$ cat src/source/spu_fx_pkg.sv
package spu_fx_pkg;

	localparam int byte_w = 8;
	localparam int quad_w = 128;
	localparam int quad_bytes = quad_w / byte_w;

	// element 0 sits at bit 0, so every vector counts upward
	typedef logic [0:quad_w-1] quad_t;
	typedef logic [0:6] reg_addr_t;
	typedef logic [0:17] imm_t;     // imm10 lives in bits 8 to 17
	typedef logic [0:10] op_field_t;
	typedef logic [2:0] format_t;

	localparam format_t format_rr = 3'd0;
	localparam format_t format_ri10 = 3'd4;

	// rr opcodes, full 11 bits
	localparam op_field_t opc_ah = 11'b00011001000;
	localparam op_field_t opc_a = 11'b00011000000;
	localparam op_field_t opc_sfh = 11'b00001001000;
	localparam op_field_t opc_sf = 11'b00001000000;
	localparam op_field_t opc_and = 11'b00011000001;
	localparam op_field_t opc_or = 11'b00001000001;
	localparam op_field_t opc_xor = 11'b01001000001;
	localparam op_field_t opc_nand = 11'b00011001001;
	localparam op_field_t opc_ceqb = 11'b01111010000;
	localparam op_field_t opc_ceqh = 11'b01111001000;
	localparam op_field_t opc_ceq = 11'b01111000000;
	localparam op_field_t opc_cgtb = 11'b01001010000;
	localparam op_field_t opc_cgth = 11'b01001001000;
	localparam op_field_t opc_cgt = 11'b01001000000;
	localparam op_field_t opc_clgtb = 11'b01011010000;
	localparam op_field_t opc_clgth = 11'b01011001000;
	localparam op_field_t opc_clgt = 11'b01011000000;

	// ri10 opcodes are 8 bits wide, padded with zeros on the left
	localparam op_field_t opc_ahi = {3'b000, 8'b00011101};
	localparam op_field_t opc_ai = {3'b000, 8'b00011100};
	localparam op_field_t opc_sfhi = {3'b000, 8'b00001101};
	localparam op_field_t opc_sfi = {3'b000, 8'b00001100};
	localparam op_field_t opc_andhi = {3'b000, 8'b00010101};
	localparam op_field_t opc_andi = {3'b000, 8'b00010100};
	localparam op_field_t opc_orhi = {3'b000, 8'b00000101};
	localparam op_field_t opc_ori = {3'b000, 8'b00000100};
	localparam op_field_t opc_xorhi = {3'b000, 8'b01000101};
	localparam op_field_t opc_xori = {3'b000, 8'b01000100};
	localparam op_field_t opc_ceqhi = {3'b000, 8'b01111101};
	localparam op_field_t opc_ceqi = {3'b000, 8'b01111100};
	localparam op_field_t opc_cgthi = {3'b000, 8'b01001101};
	localparam op_field_t opc_cgti = {3'b000, 8'b01001100};
	localparam op_field_t opc_clgthi = {3'b000, 8'b01011101};
	localparam op_field_t opc_clgti = {3'b000, 8'b01011100};

	typedef enum logic [3:0] {
		fx_nop,
		fx_add,
		fx_sub_from,   // b minus a
		fx_and,
		fx_or,
		fx_xor,
		fx_nand,
		fx_cmp_eq,
		fx_cmp_gt,
		fx_cmp_lgt
	} fx_op_e;

	// encoding is log2 of the element size in bytes
	typedef enum logic [1:0] {
		elem_byte,
		elem_half,
		elem_word
	} elem_size_e;

	typedef struct packed {
		fx_op_e op;
		elem_size_e size;
		quad_t a;
		quad_t b;
		reg_addr_t rt_addr;
		logic reg_write;
	} fx_issue_t;

	typedef struct packed {
		quad_t value;
		reg_addr_t rt_addr;
		logic reg_write;
	} fx_result_t;

endpackage
$ cat src/source/spu_simple_fixed.sv
`timescale 1ns/10ps

module spu_simple_fixed (
	input logic clk,
	input logic reset,
	input spu_fx_pkg::op_field_t op,
	input spu_fx_pkg::format_t format,
	input spu_fx_pkg::reg_addr_t rt_addr,
	input spu_fx_pkg::quad_t ra,
	input spu_fx_pkg::quad_t rb,
	input spu_fx_pkg::imm_t imm,
	input logic reg_write,
	output spu_fx_pkg::fx_result_t wb
);
	spu_fx_pkg::fx_issue_t issue;     // stage 1 register
	spu_fx_pkg::fx_result_t result;   // combinational, ahead of stage 2

	spu_fx_decode u_decode (
		.clk(clk),
		.reset(reset),
		.op(op),
		.format(format),
		.rt_addr(rt_addr),
		.ra(ra),
		.rb(rb),
		.imm(imm),
		.reg_write(reg_write),
		.issue(issue)
	);

	spu_fx_execute u_execute (
		.clk(clk),
		.reset(reset),
		.issue(issue),
		.result(result)
	);

	spu_fx_writeback u_writeback (
		.clk(clk),
		.reset(reset),
		.result(result),
		.wb(wb)
	);

endmodule

$ cat src/source/spu_fx_writeback.sv
`timescale 1ns/10ps

module spu_fx_writeback (
	input logic clk,
	input logic reset,
	input spu_fx_pkg::fx_result_t result,
	output spu_fx_pkg::fx_result_t wb
);

	// stage 2, captures every cycle since nothing ever stalls
	always_ff @(posedge clk) begin
		if (reset) begin
			wb <= '0;
		end else begin
			wb <= result;
		end
	end

	// a non-writing slot leaves decode as a nop, so its value must arrive empty
	assert property (@(posedge clk) disable iff (reset)
		!wb.reg_write |-> wb.value == '0);

endmodule

$ cat src/source/spu_fx_execute.sv
`timescale 1ns/10ps

module spu_fx_execute (
	input logic clk,
	input logic reset,
	input spu_fx_pkg::fx_issue_t issue,
	output spu_fx_pkg::fx_result_t result
);
	spu_fx_pkg::quad_t sum;
	spu_fx_pkg::quad_t cmp_lane [3];   // compare masks, one per element size
	spu_fx_pkg::quad_t value;

	spu_fx_addsub u_addsub (
		.a(issue.a),
		.b(issue.b),
		.size(issue.size),
		.subtract(issue.op == spu_fx_pkg::fx_sub_from),
		.sum(sum)
	);

	for (genvar s = 0; s < 3; s++) begin : g_cmp
		for (genvar i = 0; i < (spu_fx_pkg::quad_bytes >> s); i++) begin : g_elem
			logic [0:(spu_fx_pkg::byte_w << s) - 1] ae, be;
			logic hit;

			assign ae = issue.a[i * $bits(ae) +: $bits(ae)];
			assign be = issue.b[i * $bits(be) +: $bits(be)];

			always_comb begin
				case (issue.op)
					spu_fx_pkg::fx_cmp_eq: hit = (ae == be);
					spu_fx_pkg::fx_cmp_gt: hit = ($signed(ae) > $signed(be));
					default: hit = (ae > be);   // logical, unsigned
				endcase
			end

			assign cmp_lane[s][i * $bits(ae) +: $bits(ae)] = {$bits(ae){hit}};
		end
	end

	always_comb begin
		case (issue.op)
			spu_fx_pkg::fx_add, spu_fx_pkg::fx_sub_from: value = sum;
			spu_fx_pkg::fx_and: value = issue.a & issue.b;
			spu_fx_pkg::fx_or: value = issue.a | issue.b;
			spu_fx_pkg::fx_xor: value = issue.a ^ issue.b;
			spu_fx_pkg::fx_nand: value = ~(issue.a & issue.b);
			spu_fx_pkg::fx_cmp_eq, spu_fx_pkg::fx_cmp_gt, spu_fx_pkg::fx_cmp_lgt: begin
				value = cmp_lane[issue.size];
			end
			default: value = '0;   // nop
		endcase
	end

	assign result = '{value: value, rt_addr: issue.rt_addr, reg_write: issue.reg_write};

	// the instruction set has no byte add, decode must never pair one up
	assert property (@(posedge clk) disable iff (reset)
		issue.op inside {spu_fx_pkg::fx_add, spu_fx_pkg::fx_sub_from}
		|-> issue.size != spu_fx_pkg::elem_byte);

endmodule

$ cat src/source/spu_fx_addsub.sv
`timescale 1ns/10ps

module spu_fx_addsub (
	input spu_fx_pkg::quad_t a,
	input spu_fx_pkg::quad_t b,
	input spu_fx_pkg::elem_size_e size,
	input logic subtract,   // b minus a instead of a plus b
	output spu_fx_pkg::quad_t sum
);
	spu_fx_pkg::quad_t lane [1:2];   // index is the elem_size_e code

	// s = 1 for halfwords, s = 2 for words
	for (genvar s = 1; s < 3; s++) begin : g_size
		for (genvar i = 0; i < (spu_fx_pkg::quad_bytes >> s); i++) begin : g_elem
			logic [0:(spu_fx_pkg::byte_w << s) - 1] ae, be;
			logic [0:(spu_fx_pkg::byte_w << s)] wide;   // guard bit in front

			assign ae = a[i * $bits(ae) +: $bits(ae)];
			assign be = b[i * $bits(be) +: $bits(be)];
			assign wide = subtract ? {be[0], be} - {ae[0], ae} : {ae[0], ae} + {be[0], be};

			// guard and sign disagree on overflow, the guard bit holds the true sign
			assign lane[s][i * $bits(ae) +: $bits(ae)] = (wide[0] == wide[1]) ?
				wide[1:$bits(ae)] : {wide[0], {($bits(ae) - 1){~wide[0]}}};
		end
	end

	assign sum = (size == spu_fx_pkg::elem_word) ? lane[2] : lane[1];

endmodule

$ cat src/source/spu_fx_decode.sv
`timescale 1ns/10ps

module spu_fx_decode (
	input logic clk,
	input logic reset,
	input spu_fx_pkg::op_field_t op,
	input spu_fx_pkg::format_t format,
	input spu_fx_pkg::reg_addr_t rt_addr,
	input spu_fx_pkg::quad_t ra,
	input spu_fx_pkg::quad_t rb,
	input spu_fx_pkg::imm_t imm,
	input logic reg_write,
	output spu_fx_pkg::fx_issue_t issue
);
	typedef struct packed {
		spu_fx_pkg::fx_op_e op;
		spu_fx_pkg::elem_size_e size;
	} dec_t;

	dec_t dec;
	logic live;
	spu_fx_pkg::quad_t b_sel;

	always_comb begin
		dec = '{spu_fx_pkg::fx_nop, spu_fx_pkg::elem_word};
		if (format == spu_fx_pkg::format_rr) begin
			case (op)
				spu_fx_pkg::opc_ah: dec = '{spu_fx_pkg::fx_add, spu_fx_pkg::elem_half};
				spu_fx_pkg::opc_a: dec = '{spu_fx_pkg::fx_add, spu_fx_pkg::elem_word};
				spu_fx_pkg::opc_sfh: dec = '{spu_fx_pkg::fx_sub_from, spu_fx_pkg::elem_half};
				spu_fx_pkg::opc_sf: dec = '{spu_fx_pkg::fx_sub_from, spu_fx_pkg::elem_word};
				spu_fx_pkg::opc_and: dec.op = spu_fx_pkg::fx_and;
				spu_fx_pkg::opc_or: dec.op = spu_fx_pkg::fx_or;
				spu_fx_pkg::opc_xor: dec.op = spu_fx_pkg::fx_xor;
				spu_fx_pkg::opc_nand: dec.op = spu_fx_pkg::fx_nand;
				spu_fx_pkg::opc_ceqb: dec = '{spu_fx_pkg::fx_cmp_eq, spu_fx_pkg::elem_byte};
				spu_fx_pkg::opc_ceqh: dec = '{spu_fx_pkg::fx_cmp_eq, spu_fx_pkg::elem_half};
				spu_fx_pkg::opc_ceq: dec = '{spu_fx_pkg::fx_cmp_eq, spu_fx_pkg::elem_word};
				spu_fx_pkg::opc_cgtb: dec = '{spu_fx_pkg::fx_cmp_gt, spu_fx_pkg::elem_byte};
				spu_fx_pkg::opc_cgth: dec = '{spu_fx_pkg::fx_cmp_gt, spu_fx_pkg::elem_half};
				spu_fx_pkg::opc_cgt: dec = '{spu_fx_pkg::fx_cmp_gt, spu_fx_pkg::elem_word};
				spu_fx_pkg::opc_clgtb: dec = '{spu_fx_pkg::fx_cmp_lgt, spu_fx_pkg::elem_byte};
				spu_fx_pkg::opc_clgth: dec = '{spu_fx_pkg::fx_cmp_lgt, spu_fx_pkg::elem_half};
				spu_fx_pkg::opc_clgt: dec = '{spu_fx_pkg::fx_cmp_lgt, spu_fx_pkg::elem_word};
				default: dec.op = spu_fx_pkg::fx_nop;   // op 0 lands here too
			endcase
		end else if (format == spu_fx_pkg::format_ri10) begin
			case (op)
				spu_fx_pkg::opc_ahi: dec = '{spu_fx_pkg::fx_add, spu_fx_pkg::elem_half};
				spu_fx_pkg::opc_ai: dec = '{spu_fx_pkg::fx_add, spu_fx_pkg::elem_word};
				spu_fx_pkg::opc_sfhi: dec = '{spu_fx_pkg::fx_sub_from, spu_fx_pkg::elem_half};
				spu_fx_pkg::opc_sfi: dec = '{spu_fx_pkg::fx_sub_from, spu_fx_pkg::elem_word};
				spu_fx_pkg::opc_andhi: dec = '{spu_fx_pkg::fx_and, spu_fx_pkg::elem_half};
				spu_fx_pkg::opc_andi: dec = '{spu_fx_pkg::fx_and, spu_fx_pkg::elem_word};
				spu_fx_pkg::opc_orhi: dec = '{spu_fx_pkg::fx_or, spu_fx_pkg::elem_half};
				spu_fx_pkg::opc_ori: dec = '{spu_fx_pkg::fx_or, spu_fx_pkg::elem_word};
				spu_fx_pkg::opc_xorhi: dec = '{spu_fx_pkg::fx_xor, spu_fx_pkg::elem_half};
				spu_fx_pkg::opc_xori: dec = '{spu_fx_pkg::fx_xor, spu_fx_pkg::elem_word};
				spu_fx_pkg::opc_ceqhi: dec = '{spu_fx_pkg::fx_cmp_eq, spu_fx_pkg::elem_half};
				spu_fx_pkg::opc_ceqi: dec = '{spu_fx_pkg::fx_cmp_eq, spu_fx_pkg::elem_word};
				spu_fx_pkg::opc_cgthi: dec = '{spu_fx_pkg::fx_cmp_gt, spu_fx_pkg::elem_half};
				spu_fx_pkg::opc_cgti: dec = '{spu_fx_pkg::fx_cmp_gt, spu_fx_pkg::elem_word};
				spu_fx_pkg::opc_clgthi: dec = '{spu_fx_pkg::fx_cmp_lgt, spu_fx_pkg::elem_half};
				spu_fx_pkg::opc_clgti: dec = '{spu_fx_pkg::fx_cmp_lgt, spu_fx_pkg::elem_word};
				default: dec.op = spu_fx_pkg::fx_nop;
			endcase
		end
	end

	// imm10 is sign-extended to the element size and copied into every element
	assign b_sel = (format != spu_fx_pkg::format_ri10) ? rb :
		(dec.size == spu_fx_pkg::elem_half) ? {8{16'(signed'(imm[8:17]))}} :
		{4{32'(signed'(imm[8:17]))}};

	// an instruction that writes nothing has no effect, so it travels as a nop
	assign live = reg_write && (dec.op != spu_fx_pkg::fx_nop);

	always_ff @(posedge clk) begin
		if (reset) begin
			issue <= '0;
		end else begin
			issue.op <= live ? dec.op : spu_fx_pkg::fx_nop;
			issue.size <= dec.size;
			issue.a <= ra;
			issue.b <= b_sel;
			issue.rt_addr <= live ? rt_addr : '0;
			issue.reg_write <= live;
		end
	end

	assert property (@(posedge clk) disable iff (reset)
		issue.op == spu_fx_pkg::fx_nop |-> !issue.reg_write);

endmodule

$ cat config.mk
export PLATFORM = sky130hd
export DESIGN_NAME = spu_simple_fixed
export DESIGN_NICKNAME = d
export VERILOG_FILES = /design/src/source/spu_fx_pkg.sv /design/src/source/spu_simple_fixed.sv /design/src/source/spu_fx_writeback.sv /design/src/source/spu_fx_execute.sv /design/src/source/spu_fx_addsub.sv /design/src/source/spu_fx_decode.sv
export SDC_FILE = /design/constraint.sdc
export NUM_CORES = 2
export LEC_CHECK = 0
export BUFFER_PORTS_ARGS = -buffer_cell sky130_fd_sc_hd__buf_4
export CAP_MARGIN = 5
export CORE_ASPECT_RATIO = 1.2
export CORE_MARGIN = 2
export CORE_UTILIZATION = 40
export CTS_BUF_LIST = sky130_fd_sc_hd__clkbuf_4 sky130_fd_sc_hd__clkbuf_8
export CTS_CLUSTER_DIAMETER = 100
export DETAILED_ROUTE_END_ITERATION = 10
export SLEW_MARGIN = 20
export SYNTH_ARGS = -nofsm -noshare
export SYNTH_HDL_FRONTEND = slang
export SYNTH_SLANG_ARGS = --single-unit
$ cat constraint.sdc
create_clock -name clk -period 13.43 [get_ports clk]
set_input_delay 1.343 -clock clk [delete_from_list [all_inputs] [get_ports clk]]
set_output_delay 1.343 -clock clk [all_outputs]
set_load 0.01 [all_outputs]
# ---- Word-level counts from Yosys, hierarchy flattened
# Index checks and enable logic that the tools add are counted.
dict set report op_classes {
  bitwise_logic 18
  n_lt_le_gt_ge 57
  n_mul 0
  n_eq_ne 86
  n_mux 65
  shift 0
  div 0
  n_reduce_logical 22
  add_sub_neg 24
}
# op count
set op_table {}
lappend op_table {{128-bit case mux with 6 select lines} 1}
lappend op_table {{128-bit 2-to-1 mux} 4}
lappend op_table {{128-bit binary-select mux with 2-bit select} 1}
lappend op_table {{16-bit greater-than comparator} 16}
lappend op_table {{32-bit greater-than comparator} 8}
lappend op_table {{8-bit greater-than comparator} 32}
lappend op_table {{16-bit by 16-bit adder with 17-bit output} 8}
lappend op_table {{17-bit 2-to-1 mux} 8}
lappend op_table {{16-bit by 16-bit subtractor with 17-bit output} 8}
lappend op_table {{32-bit by 32-bit adder with 33-bit output} 4}
lappend op_table {{33-bit 2-to-1 mux} 4}
lappend op_table {{32-bit by 32-bit subtractor with 33-bit output} 4}
lappend op_table {{128-bit bitwise AND} 1}
lappend op_table {{16-bit == test} 8}
lappend op_table {{32-bit == test} 4}
lappend op_table {{8-bit == test} 16}
lappend op_table {{16-bit 2-to-1 mux} 8}
lappend op_table {{32-bit 2-to-1 mux} 4}
lappend op_table {{128-bit NOT} 1}
lappend op_table {{128-bit bitwise OR} 1}
lappend op_table {{128-bit XOR} 1}
lappend op_table {{11-bit by 7-bit == test with 1-bit output (second input constant)} 11}
lappend op_table {{121-bit 2-to-1 mux} 1}
lappend op_table {{11-bit by 10-bit == test with 1-bit output (second input constant)} 10}
lappend op_table {{29 further kinds} 108}
dict set report word_totals {
  mem_bits_rw 0
  latchBits 0
  rom_bits 0
  ff_bits 406
  in_bits 298
  mem_count 0
  elab_cells 281
}

# ---- Depth between registers and ports, before layout
dict set report logic_depth {
  ltp_word 9
  ltp_mapped 23
  ltp_nobuf 17
}

# ---- Cells and area by module
# A second synthesis with hierarchy kept.
dict set report unflattened {
  cells_unflattened 5286
  hier_area_um2 40654.0
}
# mod cells_each area_per_inst_um2 n_inst
set by_module_without_submodules {}
lappend by_module_without_submodules {spu_fx_addsub 2357 15880.2 1}
lappend by_module_without_submodules {spu_fx_execute 1856 12791.0 1}
lappend by_module_without_submodules {spu_fx_decode 786 8303.0 1}
lappend by_module_without_submodules {spu_fx_writeback 287 3679.8 1}

# ---- Worst setup path after synthesis
# No wires, ideal clock.
dict set report synth_timing {
  path_kind {reg-to-reg}
  startpoint {register u_decode.issue[266] (netlist name)}
  endpoint {register u_writeback.wb[35] (netlist name)}
  n_path_buf 10
  path_slack_ps 8346
  synth_period_minus_slack_ps 5084
  stages_incl_launch_ff 23
  t_arrival_ps 4992
  path_cell_list {dfxtp_1 -> buf_2 -> or4b_1 -> buf_2 -> buf_6 -> buf_2 -> buf_2 -> clkbuf_1 -> clkbuf_1 -> clkbuf_1 -> clkbuf_1 -> nor2_1 -> a21oi_1 -> fa_1 -> a21o_1 -> a221oi_1 -> a211oi_1 -> nor3b_1 -> xnor2_1 -> o31ai_1 -> buf_2 -> nor2_1 -> o32ai_1}
}
dict set report synth_via {
  elab_chain_cells 6
  elab_cells_between_ends 27
}
# item line
set synth_rtl {}
lappend synth_rtl {{4-bit == test, or another cell as far along} {spu_fx_execute.sv:30, spu_fx_execute.sv:42}}
lappend synth_rtl {{1-bit case mux with 2 select lines, or another cell as far along} spu_fx_execute.sv:30} ;# case (issue.op)
lappend synth_rtl {{128-bit binary-select mux with 2-bit select, or another cell as far along} spu_fx_execute.sv:49} ;# value = cmp_lane[issue.size];
lappend synth_rtl {{128-bit 2-to-1 mux (not written as such), or another cell as far along} spu_fx_execute.sv:49}
lappend synth_rtl {{128-bit 2-to-1 mux (on tied branches)} {spu_fx_execute.sv:49, spu_fx_addsub.sv:28}}
lappend synth_rtl {{128-bit case mux with 6 select lines *} spu_fx_execute.sv:42} ;# case (issue.op)
# Mark *: on every way between the ends. The rest lies on a longest branch, timed or not. The select of a mux whose other input is x is not followed.
# A chain may end at the register's enable or synchronous reset.

# ---- Worst setup path after layout
dict set report layout_timing {
  startpoint {register u_decode.issue[269] (netlist name)}
  endpoint {register u_writeback.wb[30] (netlist name)}
}
dict set report layout_via {
  elab_chain_cells 6
  elab_cells_between_ends 27
}
# item line
set layout_rtl {}
lappend layout_rtl {{4-bit == test, or another cell as far along} {spu_fx_execute.sv:30, spu_fx_execute.sv:42}}
lappend layout_rtl {{1-bit case mux with 2 select lines, or another cell as far along} spu_fx_execute.sv:30}
lappend layout_rtl {{128-bit binary-select mux with 2-bit select, or another cell as far along} spu_fx_execute.sv:49}
lappend layout_rtl {{128-bit 2-to-1 mux (not written as such), or another cell as far along} spu_fx_execute.sv:49}
lappend layout_rtl {{128-bit 2-to-1 mux (on tied branches)} {spu_fx_execute.sv:49, spu_fx_addsub.sv:28}}
lappend layout_rtl {{128-bit case mux with 6 select lines *} spu_fx_execute.sv:42}
# Marked as above.

==> results.md <==
- Entering global routing, the biggest net connects 110 pins.
- The main flop type after synthesis is dfxtp_1.
- The combined area of all synthesized cells is 41,000 um^2.
- The sequential fraction of design power is 33.0%.
- The kind of cell adding the most delay to the critical path is compound AO/OA/AOI/OAI gates.
- The worst pin sits at a relative slew slack of 27.9%.
- The leakage power total is 0.0198 uW.
- The kind of capture point of the worst setup path is a register.
- The final weighted congestion of routability-driven global placement is 1.00.
- The post-cts sizing count is 0.
- The maximum ir drop on the vdd rail is 0.0722 mV.
- For this design the ratio of total power to cell area is 84.7 nW/um^2.
- The power spent charging and discharging nets is 1450 uW.
- Adding up every negative setup slack in the final design gives 0 ns.
- The number of I/O pins is 434.
- For the worst setup path, the data arrival time is 6.32 ns.
- The max-cap violation count is 0.
- The distinct cell type count after synthesis is 119.
- The average footprint of a synthesized cell is 7.46 um^2.
- The number of input and output port buffers inserted is 425.
- The critical path goes through or4b_4, buf_4, a21oi_1, fa_1, a21o_1, a221oi_1, a211oi_1, nor3b_1, xnor2_1, o21ai_1, o21ai_0, nand2_1, o21ai_1, o21ai_0.
- The final route contains 42,900 vias.
- STA classifies the critical path startpoint as a register.
- The area growth from synthesis to layout is 13.8%.
- For this run, the number of Yosys warnings is 0.
- The combinational fraction of design power is 32.6%.
- After synthesis, the share of flip-flops with an asynchronous set or reset is 0%.
- The routed design has 179,000 um of wire.
- Global routing finished with a remaining overflow of 0.
- Measured on the finished design, the core utilization comes to 45.9%.
- The flow ran to the end, and the final reports show no timing, DRC or antenna violations.
- The routed via count divided by cell count is 6.04.
- The worst setup path is of the register to register kind.
- The post-detailed-route wirelength per cell is 25.1 um.
- Counting both buffers and inverters, the worst setup path holds a total of 1.
- The initial antenna violation count is 11.
- Setup violations remaining at the end of the flow were counted as 0.
- The critical path's largest stage delay is 0.69 ns.
- The height of the chip is 355 um.
- CTS placed an instance of clkbuf_8 at the clock tree root.
- The number of buffers created by CTS is 72.
- The fraction of synthesized cell area taken by the top area cell type is 19.8%.
- Setup repair after global routing left no endpoint under its margin.
- Yosys attributes the largest share of cell area to dfxtp_1 20%, ha_1 17%, a21oi_1 8.1%.
- The first-pass GRT wire length is 262,000 um.
- At the worst endpoint, the required time is 14.04 ns.
- The number of buffers added for setup after CTS is 0.
- The internal power of the cells totals 2500 uW.
- The slowest stage of the critical path is the a221oi_1 cell.
- The number of global-route vias before repair is 41,400.
- The multi-input combinational cells in the finished layout cover a total of 29,900 um^2.
- The clock network power share is 34.3%.
- The number of standard-cell rows in the floorplan is 128.
- The global-route usage over all layers is 32.8%.
- Detailed placement ended at an HPWL of 134,000 um.
- Clock-pin slew was measured on the worst setup and hold paths at 0.06 ns.
- The total nets after synthesis is 6,359.
- The cell count after synthesis came out at 5,493.
- In this run the number of H-tree levels came out at 3.
- The number of nets in the final layout is 6,557.
- Before antenna repair, the detailed router went through 6 iterations.
- After detailed routing, the number of remaining DRC violations is 0.
- The register bit total from synthesis is 406.
- The hold violation count in the final report is 0.
- Counting I/O delays and the setup requirement, the final critical path takes 5.70 ns.
- The path category of the worst min-delay check is register to register.
- The cts-stage hold buffer count is 0.
- The fraction of final layout cells with drive strength greater than 1 is 12.6%.
- At the pin with the least slew margin, the transition time is 1.07 ns.
- The placeable core region is 102,000 um^2.
- In this run, the number of DRC markers left after iteration 0 of detailed routing was 3,946.
- The worst clock skew on the final layout is 0.0616 ns.
- The count of nets left with antenna violations once routing finished came out at 0.
- The floorplan step set the die width to 296 um.
- The post-route fraction of the period consumed by the critical path is 42.5%.
- Registers take 8130 um^2.
- Yosys mapped a number of flops with a built-in enable equal to 0.
- The cell accounting for the most synthesized area is dfxtp_1.
- The leading cell type by number of instances after synthesis is a21oi_1.
- By count the netlist is led by 659 x a21oi_1, 553 x ha_1, 518 x nand2_1.
- Sequential elements use 19.8% of the synthesized area.
- The highest clock rate is 0.175 GHz.
- In this run switching power makes up 36.7% of total power.
- The number of buffers on the longest clock path is 3.
- The max-slew violation total from the final report is 0.
- The initial standard-cell utilization of the core is 40.3%.
- The area of the die is 105,000 um^2.
- Fill cells in the final layout number 10,600.
- The clock sink count is 406.
- The maximum fanout count along the critical path is 42.
- TritonCTS built the clock tree.
- For the worst-skew pair, the clock arrives at the later sink with an insertion delay of 0.81 ns.
==> final cells by class <==
type / count / area share, %
multi-input cells: 4306 / 64.1
diodes: 9 / 0.0483
clock buffers: 104 / 2.94
repair buffers: 483 / 7.82
flip-flops and latches: 406 / 17.4
inverters: 422 / 3.40
well taps: 1365 / 3.66
clock inverters: 19 / 0.609
==> cell usage in the layout, fill, tap and decap left out, types with 18 or more instances in the layout <==
master,Yosys,routed
a21oi_1,659,654
ha_1,553,553
nand2_1,518,515
buf_4,9,481
inv_1,414,414
dfxtp_1,406,406
nor2_1,344,342
o21ai_0,230,230
nor2b_1,190,190
xnor2_1,141,141
o221ai_1,137,137
a211oi_1,118,117
nor3_1,113,112
a21o_1,110,110
clkbuf_8,0,94
nand3_1,86,86
o211ai_1,67,67
o31ai_1,63,63
nor4_1,62,62
o21bai_1,62,62
a31oi_1,54,54
a221oi_1,49,49
nand2b_1,45,45
o22ai_1,44,44
o21a_1,40,40
nand4_1,36,36
o21ai_1,35,34
or3_1,33,32
and3_1,28,28
and2_1,25,25
o32ai_1,24,24
a2111oi_0,23,23
a211o_1,23,22
or2_2,21,21
or4_1,18,18
xor2_1,18,18
a21boi_0,18,18
==> per-layer routing <==
layer / vias up / part of all wire, % / GRT usage [%]
met3: 391 / 7.0 / 5.42
met4: 4 / 5.6 / 17.8
li1: 20200 / - / -
met2: 1810 / 46 / 53.4
met1: 20500 / 41 / 41.2
met5: - / 0.012 / 0
==> final timing paths <==
kind,slack (ns),end,startpoint,cells past startpoint
setup reg to reg,7.73,u_writeback.wb[30]$_SDFF_PP0_,u_decode.issue[269]$_SDFF_PP0_,14
setup / recovery,7.73,u_writeback.wb[30]$_SDFF_PP0_,u_decode.issue[269]$_SDFF_PP0_,14
hold reg to reg,0.43,u_writeback.wb[0]$_SDFF_PP0_,u_decode.issue[0]$_SDFF_PP0_,1
hold / removal,0.43,u_writeback.wb[0]$_SDFF_PP0_,u_decode.issue[0]$_SDFF_PP0_,1
==> per-stage QoR <==
step / instance area [um^2] / setup slack, ns / total power (uW) / hold slack (ns) / instances
3_3_place_gp: 44900 / 7.96 / 2580 / 0.416 / 6982
2_1_floorplan: 41000 / 8.35 / 2180 / 0.414 / 5493
6_report: 46600 / 7.73 / 3950 / 0.433 / 7114
3_5_place_dp: 44900 / 7.86 / 2580 / 0.422 / 6982
5_1_grt: 46600 / 7.52 / 4140 / 0.451 / 7109
4_1_cts: 46600 / 7.80 / 3960 / 0.435 / 7105
==> registers in the layout, indices dropped and copies added (netlist names) <==
register	flops
u_writeback.wb	136
u_decode.issue	270
==> power by group through the flow <==
| stage | Clock (uW) | Combinational [uW] | Sequential, uW |
|---|---|---|---|
| 2_1_floorplan | 0 | 867 | 1310 |
| 3_3_place_gp | 0 | 1250 | 1330 |
| 3_5_place_dp | 0 | 1250 | 1330 |
| 4_1_cts | 1400 | 1260 | 1300 |
| 5_1_grt | 1430 | 1400 | 1310 |
| 6_report | 1360 | 1290 | 1300 |
==> worst register-to-register path: stages (launching register included) <==
cell and delay [ns]:
dfxtp_1 0.64, or4b_4 0.59, buf_4 0.54, a21oi_1 0.26
fa_1 0.47, a21o_1 0.22, a221oi_1 0.69, a211oi_1 0.17
nor3b_1 0.33, xnor2_1 0.18, o21ai_1 0.60, o21ai_0 0.21
nand2_1 0.12, o21ai_1 0.06, o21ai_0 0.43
==> kinds of logic (layout without fill, tap and decap cells) <==
logic type / Yosys count / after routing / synth area share (%)
AO/OA/AOI/OAI: 1974 / 1974 / 32.2
AND/OR/NAND/NOR: 1585 / 1585 / 18.9
buffers and inverters: 781 / 1028 / 7.54
adder cells (fa/ha/maj): 568 / 568 / 17.6
flip-flops: 406 / 406 / 19.8
XOR/XNOR: 159 / 159 / 3.40
multiplexers: 20 / 20 / 0.528
other: 0 / 9 / 0
Power figures use the tool's default switching activity.
